### config.mk
export PLATFORM = sky130hd
export DESIGN_NAME = poly_top
export DESIGN_NICKNAME = d
export VERILOG_FILES = /design/src/hdl/poly_pkg.sv /design/src/hdl/poly_if.sv /design/src/hdl/poly_regs.sv /design/src/hdl/poly_tables.sv /design/src/hdl/poly_eval.sv /design/src/hdl/poly_top.sv
export SDC_FILE = /design/constraint.sdc
export NUM_CORES = 2
export LEC_CHECK = 0
export BUFFER_PORTS_ARGS = -buffer_cell sky130_fd_sc_hd__buf_4
export CORE_MARGIN = 2
export CORE_UTILIZATION = 45
export DETAILED_ROUTE_END_ITERATION = 12
export PLACE_DENSITY_LB_ADDON = 0.2
export SETUP_SLACK_MARGIN = 0.5
export SLEW_MARGIN = 10
export SYNTH_ARGS = -nofsm -noshare
export SYNTH_HDL_FRONTEND = slang
export SYNTH_SLANG_ARGS = --single-unit
### constraint.sdc
create_clock -name clk -period 5.89 [get_ports clk]
set_input_delay 0.8835 -clock clk [delete_from_list [all_inputs] [get_ports clk]]
set_output_delay 0.8835 -clock clk [all_outputs]
set_load 0.005 [all_outputs]
### src/hdl/poly_pkg.sv
`default_nettype none

package poly_pkg;

	localparam int AXI_ADDR_W = 8;
	localparam int AXI_DATA_W = 32;

	typedef logic [15:0] coeff_t;    // coefficient or argument x
	typedef logic [31:0] acc_t;      // sum and monomial wrap modulo 2^32
	typedef logic [4:0] degree_t;

	localparam degree_t DEGREE_UNDEF = 5'd31;

	localparam logic [31:0] STATUS_BUSY = 32'hFFFF_FFFF;
	localparam logic [31:0] STATUS_OK = 32'd0;
	localparam logic [31:0] STATUS_ERR_DEGREE = 32'd2;

	localparam logic [1:0] RESP_OKAY = 2'b00;

	localparam logic [AXI_ADDR_W-1:0] REG_CTRL = 8'h00;
	localparam logic [AXI_ADDR_W-1:0] REG_X = 8'h04;
	localparam logic [AXI_ADDR_W-1:0] REG_RESULT = 8'h08;
	localparam logic [AXI_ADDR_W-1:0] REG_STATUS = 8'h0C;
	localparam logic [AXI_ADDR_W-1:0] REG_DEGREE = 8'h10;
	localparam logic [AXI_ADDR_W-1:0] REG_COEFF = 8'h14;

	// ************************************************************************
	// one table write word, seen as a degree entry or a coefficient entry
	// ************************************************************************
	typedef struct packed {
		logic [18:0] rsvd_hi;
		degree_t degree;                 // bits 12 to 8
		logic [4:0] rsvd_lo;
		logic [2:0] poly;                // bits 2 to 0
	} deg_word_t;

	typedef struct packed {
		logic [7:0] rsvd_hi;
		logic [3:0] index;               // bits 23 to 20
		logic rsvd_lo;
		logic [2:0] poly;                // bits 18 to 16
		coeff_t value;
	} coeff_word_t;

	typedef union packed {
		deg_word_t deg;
		coeff_word_t coeff;
	} table_word_u;

endpackage

`default_nettype wire

### src/hdl/poly_if.sv
`timescale 1ns/1ps
`default_nettype none

// control path between the register block and the evaluator
interface eval_if #(
	parameter int NUM_POLYS = 8
);
	import poly_pkg::*;

	logic start;                         // one cycle pulse
	logic [$clog2(NUM_POLYS)-1:0] poly_sel;
	coeff_t x;
	logic busy;
	logic done;                          // one cycle pulse, result and status valid
	acc_t result;
	logic [31:0] status;

	modport regs (output start, poly_sel, x, input busy, done, result, status);
	modport eval (input start, poly_sel, x, output busy, done, result, status);
endinterface

// table access, writes from the register block and reads from the evaluator
interface table_if #(
	parameter int NUM_POLYS = 8,
	parameter int MAX_TERMS = 11
);
	import poly_pkg::*;

	logic deg_we;
	logic coeff_we;
	table_word_u wdata;
	logic [$clog2(NUM_POLYS)-1:0] rd_poly;
	logic [$clog2(MAX_TERMS)-1:0] rd_index;
	degree_t degree;                     // registered, one cycle after rd_poly
	coeff_t coeff;

	modport regs (output deg_we, coeff_we, wdata);
	modport tables (input deg_we, coeff_we, wdata, rd_poly, rd_index, output degree, coeff);
	modport eval (output rd_poly, rd_index, input degree, coeff);
endinterface

`default_nettype wire

### src/hdl/poly_regs.sv
`timescale 1ns/1ps
`default_nettype none

module poly_regs #(
	parameter int NUM_POLYS = 8
) (
	input logic clk,
	input logic rst,

	input logic [poly_pkg::AXI_ADDR_W-1:0] awaddr,
	input logic awvalid,
	output logic awready,
	input logic [poly_pkg::AXI_DATA_W-1:0] wdata,
	input logic [poly_pkg::AXI_DATA_W/8-1:0] wstrb,
	input logic wvalid,
	output logic wready,
	output logic [1:0] bresp,
	output logic bvalid,
	input logic bready,

	input logic [poly_pkg::AXI_ADDR_W-1:0] araddr,
	input logic arvalid,
	output logic arready,
	output logic [poly_pkg::AXI_DATA_W-1:0] rdata,
	output logic [1:0] rresp,
	output logic rvalid,
	input logic rready,

	eval_if.regs ev,
	table_if.regs tb
);
	import poly_pkg::*;

	localparam int SEL_W = $clog2(NUM_POLYS);
	localparam int LANES = AXI_DATA_W / 8;

	logic wr_fire;
	logic rd_fire;
	logic [AXI_DATA_W-1:0] lane_mask;
	logic [AXI_DATA_W-1:0] rd_word;
	acc_t result_q;
	logic [31:0] status_q;

	function automatic logic [AXI_DATA_W-1:0] strb_mask(input logic [LANES-1:0] strb);
		logic [AXI_DATA_W-1:0] m;
		for (int i = 0; i < LANES; i++)
			m[8*i +: 8] = {8{strb[i]}};
		return m;
	endfunction

	// ************************************************************************
	// write channel
	// ************************************************************************
	assign wr_fire = awvalid && wvalid && !bvalid;    // address and data taken together
	assign awready = wr_fire;
	assign wready = wr_fire;
	assign bresp = RESP_OKAY;
	assign lane_mask = strb_mask(wstrb);

	always_ff @(posedge clk or negedge rst)
		if (!rst)
		begin
			bvalid <= 1'b0;
			ev.start <= 1'b0;
			ev.poly_sel <= '0;
			ev.x <= '0;
			tb.deg_we <= 1'b0;
			tb.coeff_we <= 1'b0;
			result_q <= '0;
			status_q <= STATUS_BUSY;
		end
		else
		begin
			if (wr_fire)
				bvalid <= 1'b1;
			else if (bready)
				bvalid <= 1'b0;

			// a start request while the evaluator runs is dropped
			ev.start <= wr_fire && (awaddr == REG_CTRL) && wstrb[0] && wdata[0]
				&& !ev.busy;

			if (wr_fire && (awaddr == REG_CTRL) && wstrb[0])
				ev.poly_sel <= wdata[4 +: SEL_W];
			if (wr_fire && (awaddr == REG_X))
				ev.x <= (ev.x & ~lane_mask[15:0]) | (wdata[15:0] & lane_mask[15:0]);

			tb.deg_we <= wr_fire && (awaddr == REG_DEGREE) && (&wstrb);  // full words only
			tb.coeff_we <= wr_fire && (awaddr == REG_COEFF) && (&wstrb);

			if (ev.start)
				status_q <= STATUS_BUSY;
			if (ev.done)
			begin
				result_q <= ev.result;
				status_q <= ev.status;
			end
		end

	always_ff @(posedge clk)
		if (wr_fire)
			tb.wdata <= wdata;

	// ************************************************************************
	// read channel
	// ************************************************************************
	assign arready = !rvalid;
	assign rd_fire = arvalid && arready;
	assign rresp = RESP_OKAY;

	always_comb
		case (araddr)
			REG_RESULT: rd_word = result_q;
			REG_STATUS: rd_word = status_q;
			default: rd_word = '0;            // write only and unmapped offsets read 0
		endcase

	always_ff @(posedge clk or negedge rst)
		if (!rst)
			rvalid <= 1'b0;
		else if (rd_fire)
			rvalid <= 1'b1;
		else if (rready)
			rvalid <= 1'b0;

	always_ff @(posedge clk)
		if (rd_fire)
			rdata <= rd_word;                 // held while rready is low

endmodule

`default_nettype wire

### src/hdl/poly_tables.sv
`timescale 1ns/1ps
`default_nettype none

module poly_tables #(
	parameter int NUM_POLYS = 8,
	parameter int MAX_TERMS = 11
) (
	input logic clk,
	input logic rst,
	table_if.tables tb
);
	import poly_pkg::*;

	localparam int PW = $clog2(NUM_POLYS);

	degree_t deg_mem [NUM_POLYS];
	coeff_t coeff_mem [NUM_POLYS][MAX_TERMS];
	logic deg_ok;
	logic coeff_ok;

	// entries outside the table are dropped
	assign deg_ok = tb.deg_we && (tb.wdata.deg.poly < NUM_POLYS);
	assign coeff_ok = tb.coeff_we && (tb.wdata.coeff.poly < NUM_POLYS)
		&& (tb.wdata.coeff.index < MAX_TERMS);

	always_ff @(posedge clk or negedge rst)
		if (!rst)
		begin
			for (int p = 0; p < NUM_POLYS; p++)
			begin
				deg_mem[p] <= DEGREE_UNDEF;          // every polynomial starts undefined
				for (int t = 0; t < MAX_TERMS; t++)
					coeff_mem[p][t] <= '0;
			end
			tb.degree <= DEGREE_UNDEF;
			tb.coeff <= '0;
		end
		else
		begin
			if (deg_ok)
				deg_mem[tb.wdata.deg.poly[PW-1:0]] <= tb.wdata.deg.degree;
			if (coeff_ok)
				coeff_mem[tb.wdata.coeff.poly[PW-1:0]][tb.wdata.coeff.index] <=
					tb.wdata.coeff.value;

			tb.degree <= deg_mem[tb.rd_poly];
			tb.coeff <= coeff_mem[tb.rd_poly][tb.rd_index];
		end

endmodule

`default_nettype wire

### src/hdl/poly_eval.sv
`timescale 1ns/1ps
`default_nettype none

module poly_eval #(
	parameter int NUM_POLYS = 8,
	parameter int MAX_TERMS = 11
) (
	input logic clk,
	input logic rst,
	eval_if.eval ev,
	table_if.eval tb
);
	import poly_pkg::*;

	localparam int IW = $clog2(MAX_TERMS);

	localparam logic [2:0] S_IDLE = 3'd0;
	localparam logic [2:0] S_RD_DEG = 3'd1;
	localparam logic [2:0] S_CHK_DEG = 3'd2;
	localparam logic [2:0] S_RD_COEFF = 3'd3;
	localparam logic [2:0] S_ACC = 3'd4;
	localparam logic [2:0] S_MUL = 3'd5;
	localparam logic [2:0] S_ERR = 3'd6;
	localparam logic [2:0] S_END = 3'd7;

	logic [2:0] state;
	logic [2:0] next_state;
	logic [$clog2(NUM_POLYS)-1:0] sel_q;
	logic [IW-1:0] idx;
	coeff_t x_q;
	degree_t deg_q;
	acc_t monomial;
	acc_t sum;
	acc_t term_sum;
	logic deg_bad;
	logic last_term;

	assign tb.rd_poly = sel_q;
	assign tb.rd_index = idx;
	assign ev.busy = (state != S_IDLE);
	assign ev.done = (state == S_END);

	assign deg_bad = (tb.degree == DEGREE_UNDEF) || (tb.degree >= MAX_TERMS);
	assign term_sum = sum + monomial * tb.coeff;     // wraps modulo 2^32
	assign last_term = (idx == deg_q);

	// ************************************************************************
	// next state
	// ************************************************************************
	always_comb
	begin
		next_state = state;
		case (state)
			S_IDLE:
				if (ev.start)
					next_state = S_RD_DEG;
			S_RD_DEG: next_state = S_CHK_DEG;        // degree arrives one cycle later
			S_CHK_DEG: next_state = deg_bad ? S_ERR : S_RD_COEFF;
			S_RD_COEFF: next_state = S_ACC;
			S_ACC: next_state = last_term ? S_END : S_MUL;
			S_MUL: next_state = S_RD_COEFF;
			S_ERR: next_state = S_END;
			default: next_state = S_IDLE;            // S_END
		endcase
	end

	always_ff @(posedge clk or negedge rst)
		if (!rst)
		begin
			state <= S_IDLE;
			sel_q <= '0;
			idx <= '0;
			ev.result <= '0;
			ev.status <= STATUS_BUSY;
		end
		else
		begin
			state <= next_state;
			case (state)
				S_IDLE:
					if (ev.start)
						sel_q <= ev.poly_sel;
				S_CHK_DEG: idx <= '0;
				S_ACC:
					if (last_term)
					begin
						ev.result <= term_sum;
						ev.status <= STATUS_OK;
					end
					else
						idx <= idx + 1'b1;
				S_ERR:
				begin
					ev.result <= '0;
					ev.status <= STATUS_ERR_DEGREE;
				end
				default: ;
			endcase
		end

	// the monomial is x to the power idx when its coefficient arrives
	always_ff @(posedge clk)
		case (state)
			S_IDLE:
				if (ev.start)
					x_q <= ev.x;
			S_CHK_DEG:
			begin
				deg_q <= tb.degree;
				sum <= '0;
				monomial <= 32'd1;
			end
			S_ACC: sum <= term_sum;
			S_MUL: monomial <= monomial * x_q;
			default: ;
		endcase

endmodule

`default_nettype wire

### src/hdl/poly_top.sv
`timescale 1ns/1ps
`default_nettype none

module poly_top #(
	parameter int NUM_POLYS = 8,
	parameter int MAX_TERMS = 11
) (
	input logic clk,
	input logic rst,

	input logic [poly_pkg::AXI_ADDR_W-1:0] awaddr,
	input logic awvalid,
	output logic awready,
	input logic [poly_pkg::AXI_DATA_W-1:0] wdata,
	input logic [poly_pkg::AXI_DATA_W/8-1:0] wstrb,
	input logic wvalid,
	output logic wready,
	output logic [1:0] bresp,
	output logic bvalid,
	input logic bready,

	input logic [poly_pkg::AXI_ADDR_W-1:0] araddr,
	input logic arvalid,
	output logic arready,
	output logic [poly_pkg::AXI_DATA_W-1:0] rdata,
	output logic [1:0] rresp,
	output logic rvalid,
	input logic rready
);

	eval_if #(.NUM_POLYS(NUM_POLYS)) ev_bus ();
	table_if #(.NUM_POLYS(NUM_POLYS), .MAX_TERMS(MAX_TERMS)) tbl_bus ();

	// host side registers, sits beside the evaluator it steers
	poly_regs #(.NUM_POLYS(NUM_POLYS)) poly_regs_inst (
		.clk, .rst,
		.awaddr, .awvalid, .awready,
		.wdata, .wstrb, .wvalid, .wready,
		.bresp, .bvalid, .bready,
		.araddr, .arvalid, .arready,
		.rdata, .rresp, .rvalid, .rready,
		.ev(ev_bus.regs),
		.tb(tbl_bus.regs)
	);

	poly_tables #(.NUM_POLYS(NUM_POLYS), .MAX_TERMS(MAX_TERMS)) poly_tables_inst (
		.clk, .rst,
		.tb(tbl_bus.tables)
	);

	poly_eval #(.NUM_POLYS(NUM_POLYS), .MAX_TERMS(MAX_TERMS)) poly_eval_inst (
		.clk, .rst,
		.ev(ev_bus.eval),
		.tb(tbl_bus.eval)
	);

endmodule

`default_nettype wire

==> metrics.md <==
| Metric | Value |
|---|---|
| First-pass GRT wire length | `390100 um` |
| Initial antenna violation count | `6` |
| Post-route DRC violation count | `0` |
| Avg Cell Area, Syn | `13.28 um2` |
| Critical path required time | `6.42 ns` |
| Fin area | `113300 um2` |
| GRT Util Overall | `22.84%` |
| Largest net degree at the start of global routing | `189` |
| Placement Rows | `172` |
| Post-route ant nets | `0` |
| Gr ovfl total | `0` |
| Filler cells | `18640` |
| Worst Hold Class | `in2async` |
| Synth area leaders | `dfrtp_1 (38%), mux2_2 (17%), fa_1 (13%)` |
| Crit path max fanout | `8` |
| Post-synth EDFFs | `140` |
| Final Slew Violations | `0` |
| Min cycle time layout | `6.196 ns` |
| Iter 0 DRT Violations | `3710` |
| CTS tree | `built` |
| Die H | `473.3 um` |
| Initial Util | `45.19%` |
| RSZ-0062 raised after global routing | `yes` |
| Register area share after synthesis | `43.97%` |
| Post-Syn Instances | `7464` |
| Layout net count | `8495` |
| Area leader, netlist | `dfrtp_1` |
| Worst slew margin | `15.66%` |
| CP startpoint kind | `flop` |
| Crit path DAT | `6.72 ns` |
| Kind of critical path | `reg2reg` |
| Worst-Margin Slew | `1.265 ns` |
| Violated checks | `negative setup slack` |
| Post-synthesis register bit count | `1711` |
| Wirelength per Cell | `23.47 um` |
| Top-area cell type share of the netlist area | `38.43%` |
| Clk slew on worst S/H paths | `0.06 ns` |
| MaxCap Viol Count | `0` |
| CTS sink cnt | `1711` |
| Unique masters post-synth | `74` |
| Ys flop type | `dfrtp_1` |
| Synthesis-to-finish area growth | `14.28%` |
| CP Capture Type | `flop` |
| Fin crit share | `105.2%` |
| Cell at the root of the clock tree | `clkbuf_16` |
| Mapped Area | `99110 um2` |
| Pre-CTS setup slack | `-0.2380 ns` |
| Post-route clock skew | `0.05746 ns` |
| Vias in the first global route | `63440` |
| Worst Setup Slack, final | `-0.3057 ns` |
| Final WL | `250900 um` |
| TritonRoute pass-1 iters | `5` |
| CTS H-tree depth | `4` |
| Worst-Skew Late Latency | `0.85 ns` |
| DPL Wire Length | `166100 um` |
| IO buf count | `86` |
| Max clock buf depth | `3` |
| Layout cell share with drive strength beyond 1 | `39.75%` |
| Final Setup Violations | `37` |
| TritonCTS Buffers | `184` |
| Vias | `59250` |
| Ports | `100` |
| Die Area | `224000 um2` |
| Syn. warnings | `0` |
| Fmax | `161.4 MHz` |
| Vias per std cell | `5.542` |
| Routability Congestion | `0.8643` |
| Die width | `473.3 um` |
| Core Footprint | `219300 um2` |
| Ys async rst share | `91.82%` |
| Status | `complete, but fails checks` |
| Final Hold Fails | `0` |
| Area after DPL | `105700 um2` |
[cell usage in the layout, fill, tap and decap left out, types with 14 or more instances in the layout]
| cell type | count |
|---|---|
| mux2i_1 | 33 |
| fa_1 | 615 |
| ha_4 | 24 |
| ha_1 | 103 |
| clkinv_2 | 35 |
| clkbuf_1 | 42 |
| nor2_2 | 29 |
| nand3_1 | 48 |
| nand2_2 | 20 |
| buf_12 | 72 |
| buf_4 | 451 |
| nand2_1 | 645 |
| fa_2 | 23 |
| mux2_2 | 1509 |
| a21oi_1 | 54 |
| dfrtp_1 | 1517 |
| inv_2 | 18 |
| and2_1 | 270 |
| xor2_1 | 32 |
| clkbuf_16 | 191 |
| edfxtp_1 | 140 |
| and2_4 | 14 |
| o21ai_1 | 14 |
| mux4_2 | 441 |
| dfstp_2 | 49 |
| buf_6 | 33 |
| clkbuf_8 | 45 |
| a21o_1 | 55 |
| o22ai_1 | 15 |
| nor2_1 | 96 |
| xnor2_1 | 59 |
| a21oi_2 | 19 |
| nor3_1 | 19 |
| inv_1 | 798 |
| o21ai_0 | 49 |
[registers in the layout, indices dropped and copies added (netlist names), 23 cells and up, named ones only]
register                    count
poly_regs_inst.result_q        32
poly_regs_inst.rdata           32
poly_eval_inst.monomial        32
poly_eval_inst.sum             32
poly_eval_inst.ev.result       32
poly_tables_inst.deg_mem       40
poly_tables_inst.coeff_mem   1408
poly_regs_inst.tb.wdata        23
[critical path, cell delays in order (launching register included)]
cell and delay [ns]:
edfxtp_1 0.42, buf_6 0.18, and2_4 0.16, fa_1 0.52
inv_1 0.05, fa_1 0.51, fa_1 0.43, fa_1 0.52
inv_1 0.06, fa_1 0.49, fa_1 0.57, ha_4 0.23
a211oi_4 0.28, buf_4 0.17, o21bai_4 0.06, a2111oi_4 0.33
and4bb_4 0.27, o311ai_4 0.33, o21ai_2 0.09, xnor2_1 0.17
nor2_1 0.06
[layout make-up]
| cell class | instances | area, um2 | area share, % |
|---|---|---|---|
| Antenna cell | 2 | 5.005 | 0.004419 |
| Timing Repair Buffer | 563 | 5336 | 4.711 |
| Inverter | 817 | 3067 | 2.708 |
| Multi-Input combinational cell | 4387 | 51410 | 45.39 |
| Clock buffer | 276 | 5507 | 4.862 |
| Clock inverter | 63 | 754.5 | 0.6661 |
| Tap cell | 2871 | 3592 | 3.171 |
| Sequential cell | 1711 | 43590 | 38.49 |
[metrics by stage]
| step | setup TNS [ns] | util (%) | std cells | hold slack [ns] |
|---|---|---|---|---|
| after global placement | -3.475 | 48.22 | 10300 | 0.4294 |
| after floorplan | 0 | - | 7467 | 0.4211 |
| final | -5.009 | 51.65 | 10690 | 0.08145 |
| after detailed placement | -3.809 | 48.22 | 10300 | 0.4298 |
| after global routing | -13.77 | 51.65 | 10690 | 0.1219 |
| after CTS | -1.777 | 51.39 | 10670 | 0.08216 |
[worst paths after layout]
path,depth (start not counted),to,slack (ns),start
max in group asynchronous,2,poly_tables_inst.coeff_mem[1313],4.14,rst
min,1,poly_tables_inst.coeff_mem[136],0.08,rst
min reg2reg,0,poly_eval_inst.x_q[7],0.44,flop
min in group clk,2,poly_regs_inst.rvalid,0.22,rready
max,20,poly_eval_inst.monomial[29],-0.31,poly_eval_inst.monomial[7]
max reg2reg,20,poly_eval_inst.monomial[29],-0.31,poly_eval_inst.monomial[7]
[synth_stat cells (29+ instances only)]
| cell | count |
|---|---|
| a21oi_1 | 75 |
| mux2i_1 | 33 |
| xnor2_1 | 68 |
| xor2_1 | 34 |
| nor3_1 | 29 |
| dfstp_2 | 49 |
| nor2_1 | 128 |
| buf_1 | 32 |
| buf_2 | 138 |
| mux4_2 | 441 |
| and2_1 | 284 |
| fa_1 | 638 |
| a21o_1 | 55 |
| mux2_2 | 1509 |
| nand2_1 | 666 |
| nand3_1 | 51 |
| inv_1 | 816 |
| ha_1 | 134 |
| clkbuf_1 | 371 |
| dfrtp_1 | 1522 |
| edfxtp_1 | 140 |
| o21ai_0 | 68 |
[timing repair]
action | CTS | global route
resized for setup | 123 | 72
setup endpoints to repair | 62 | 66
hold buffers | 0 | 0
cloned | 0 | 2
setup buffers | 23 | 21
pin swaps | 54 | 66
[cell families (layout without fill, tap and decap cells)]
group	after synthesis	in the layout	synth area share, %
simple gates	1235	1235	5.742
fa+ha+maj	772	772	14.58
flops	1711	1711	43.97
compound gates	290	290	1.877
other cells	1	6	0.003784
mux	1983	1983	27.50
xor+xnor	103	103	0.9241
buf+inv	1369	1719	5.405
[per-layer routing]
metal  GRT usage [%]  share of wire [%]
met1           30.59                 42
met2           38.76                 50
met3           3.235                4.4
met4           6.604                3.0
met5               0              0.017
Power is not shown: default switching activity piles up to over one toggle a cycle in this logic, so the estimate is an artifact.
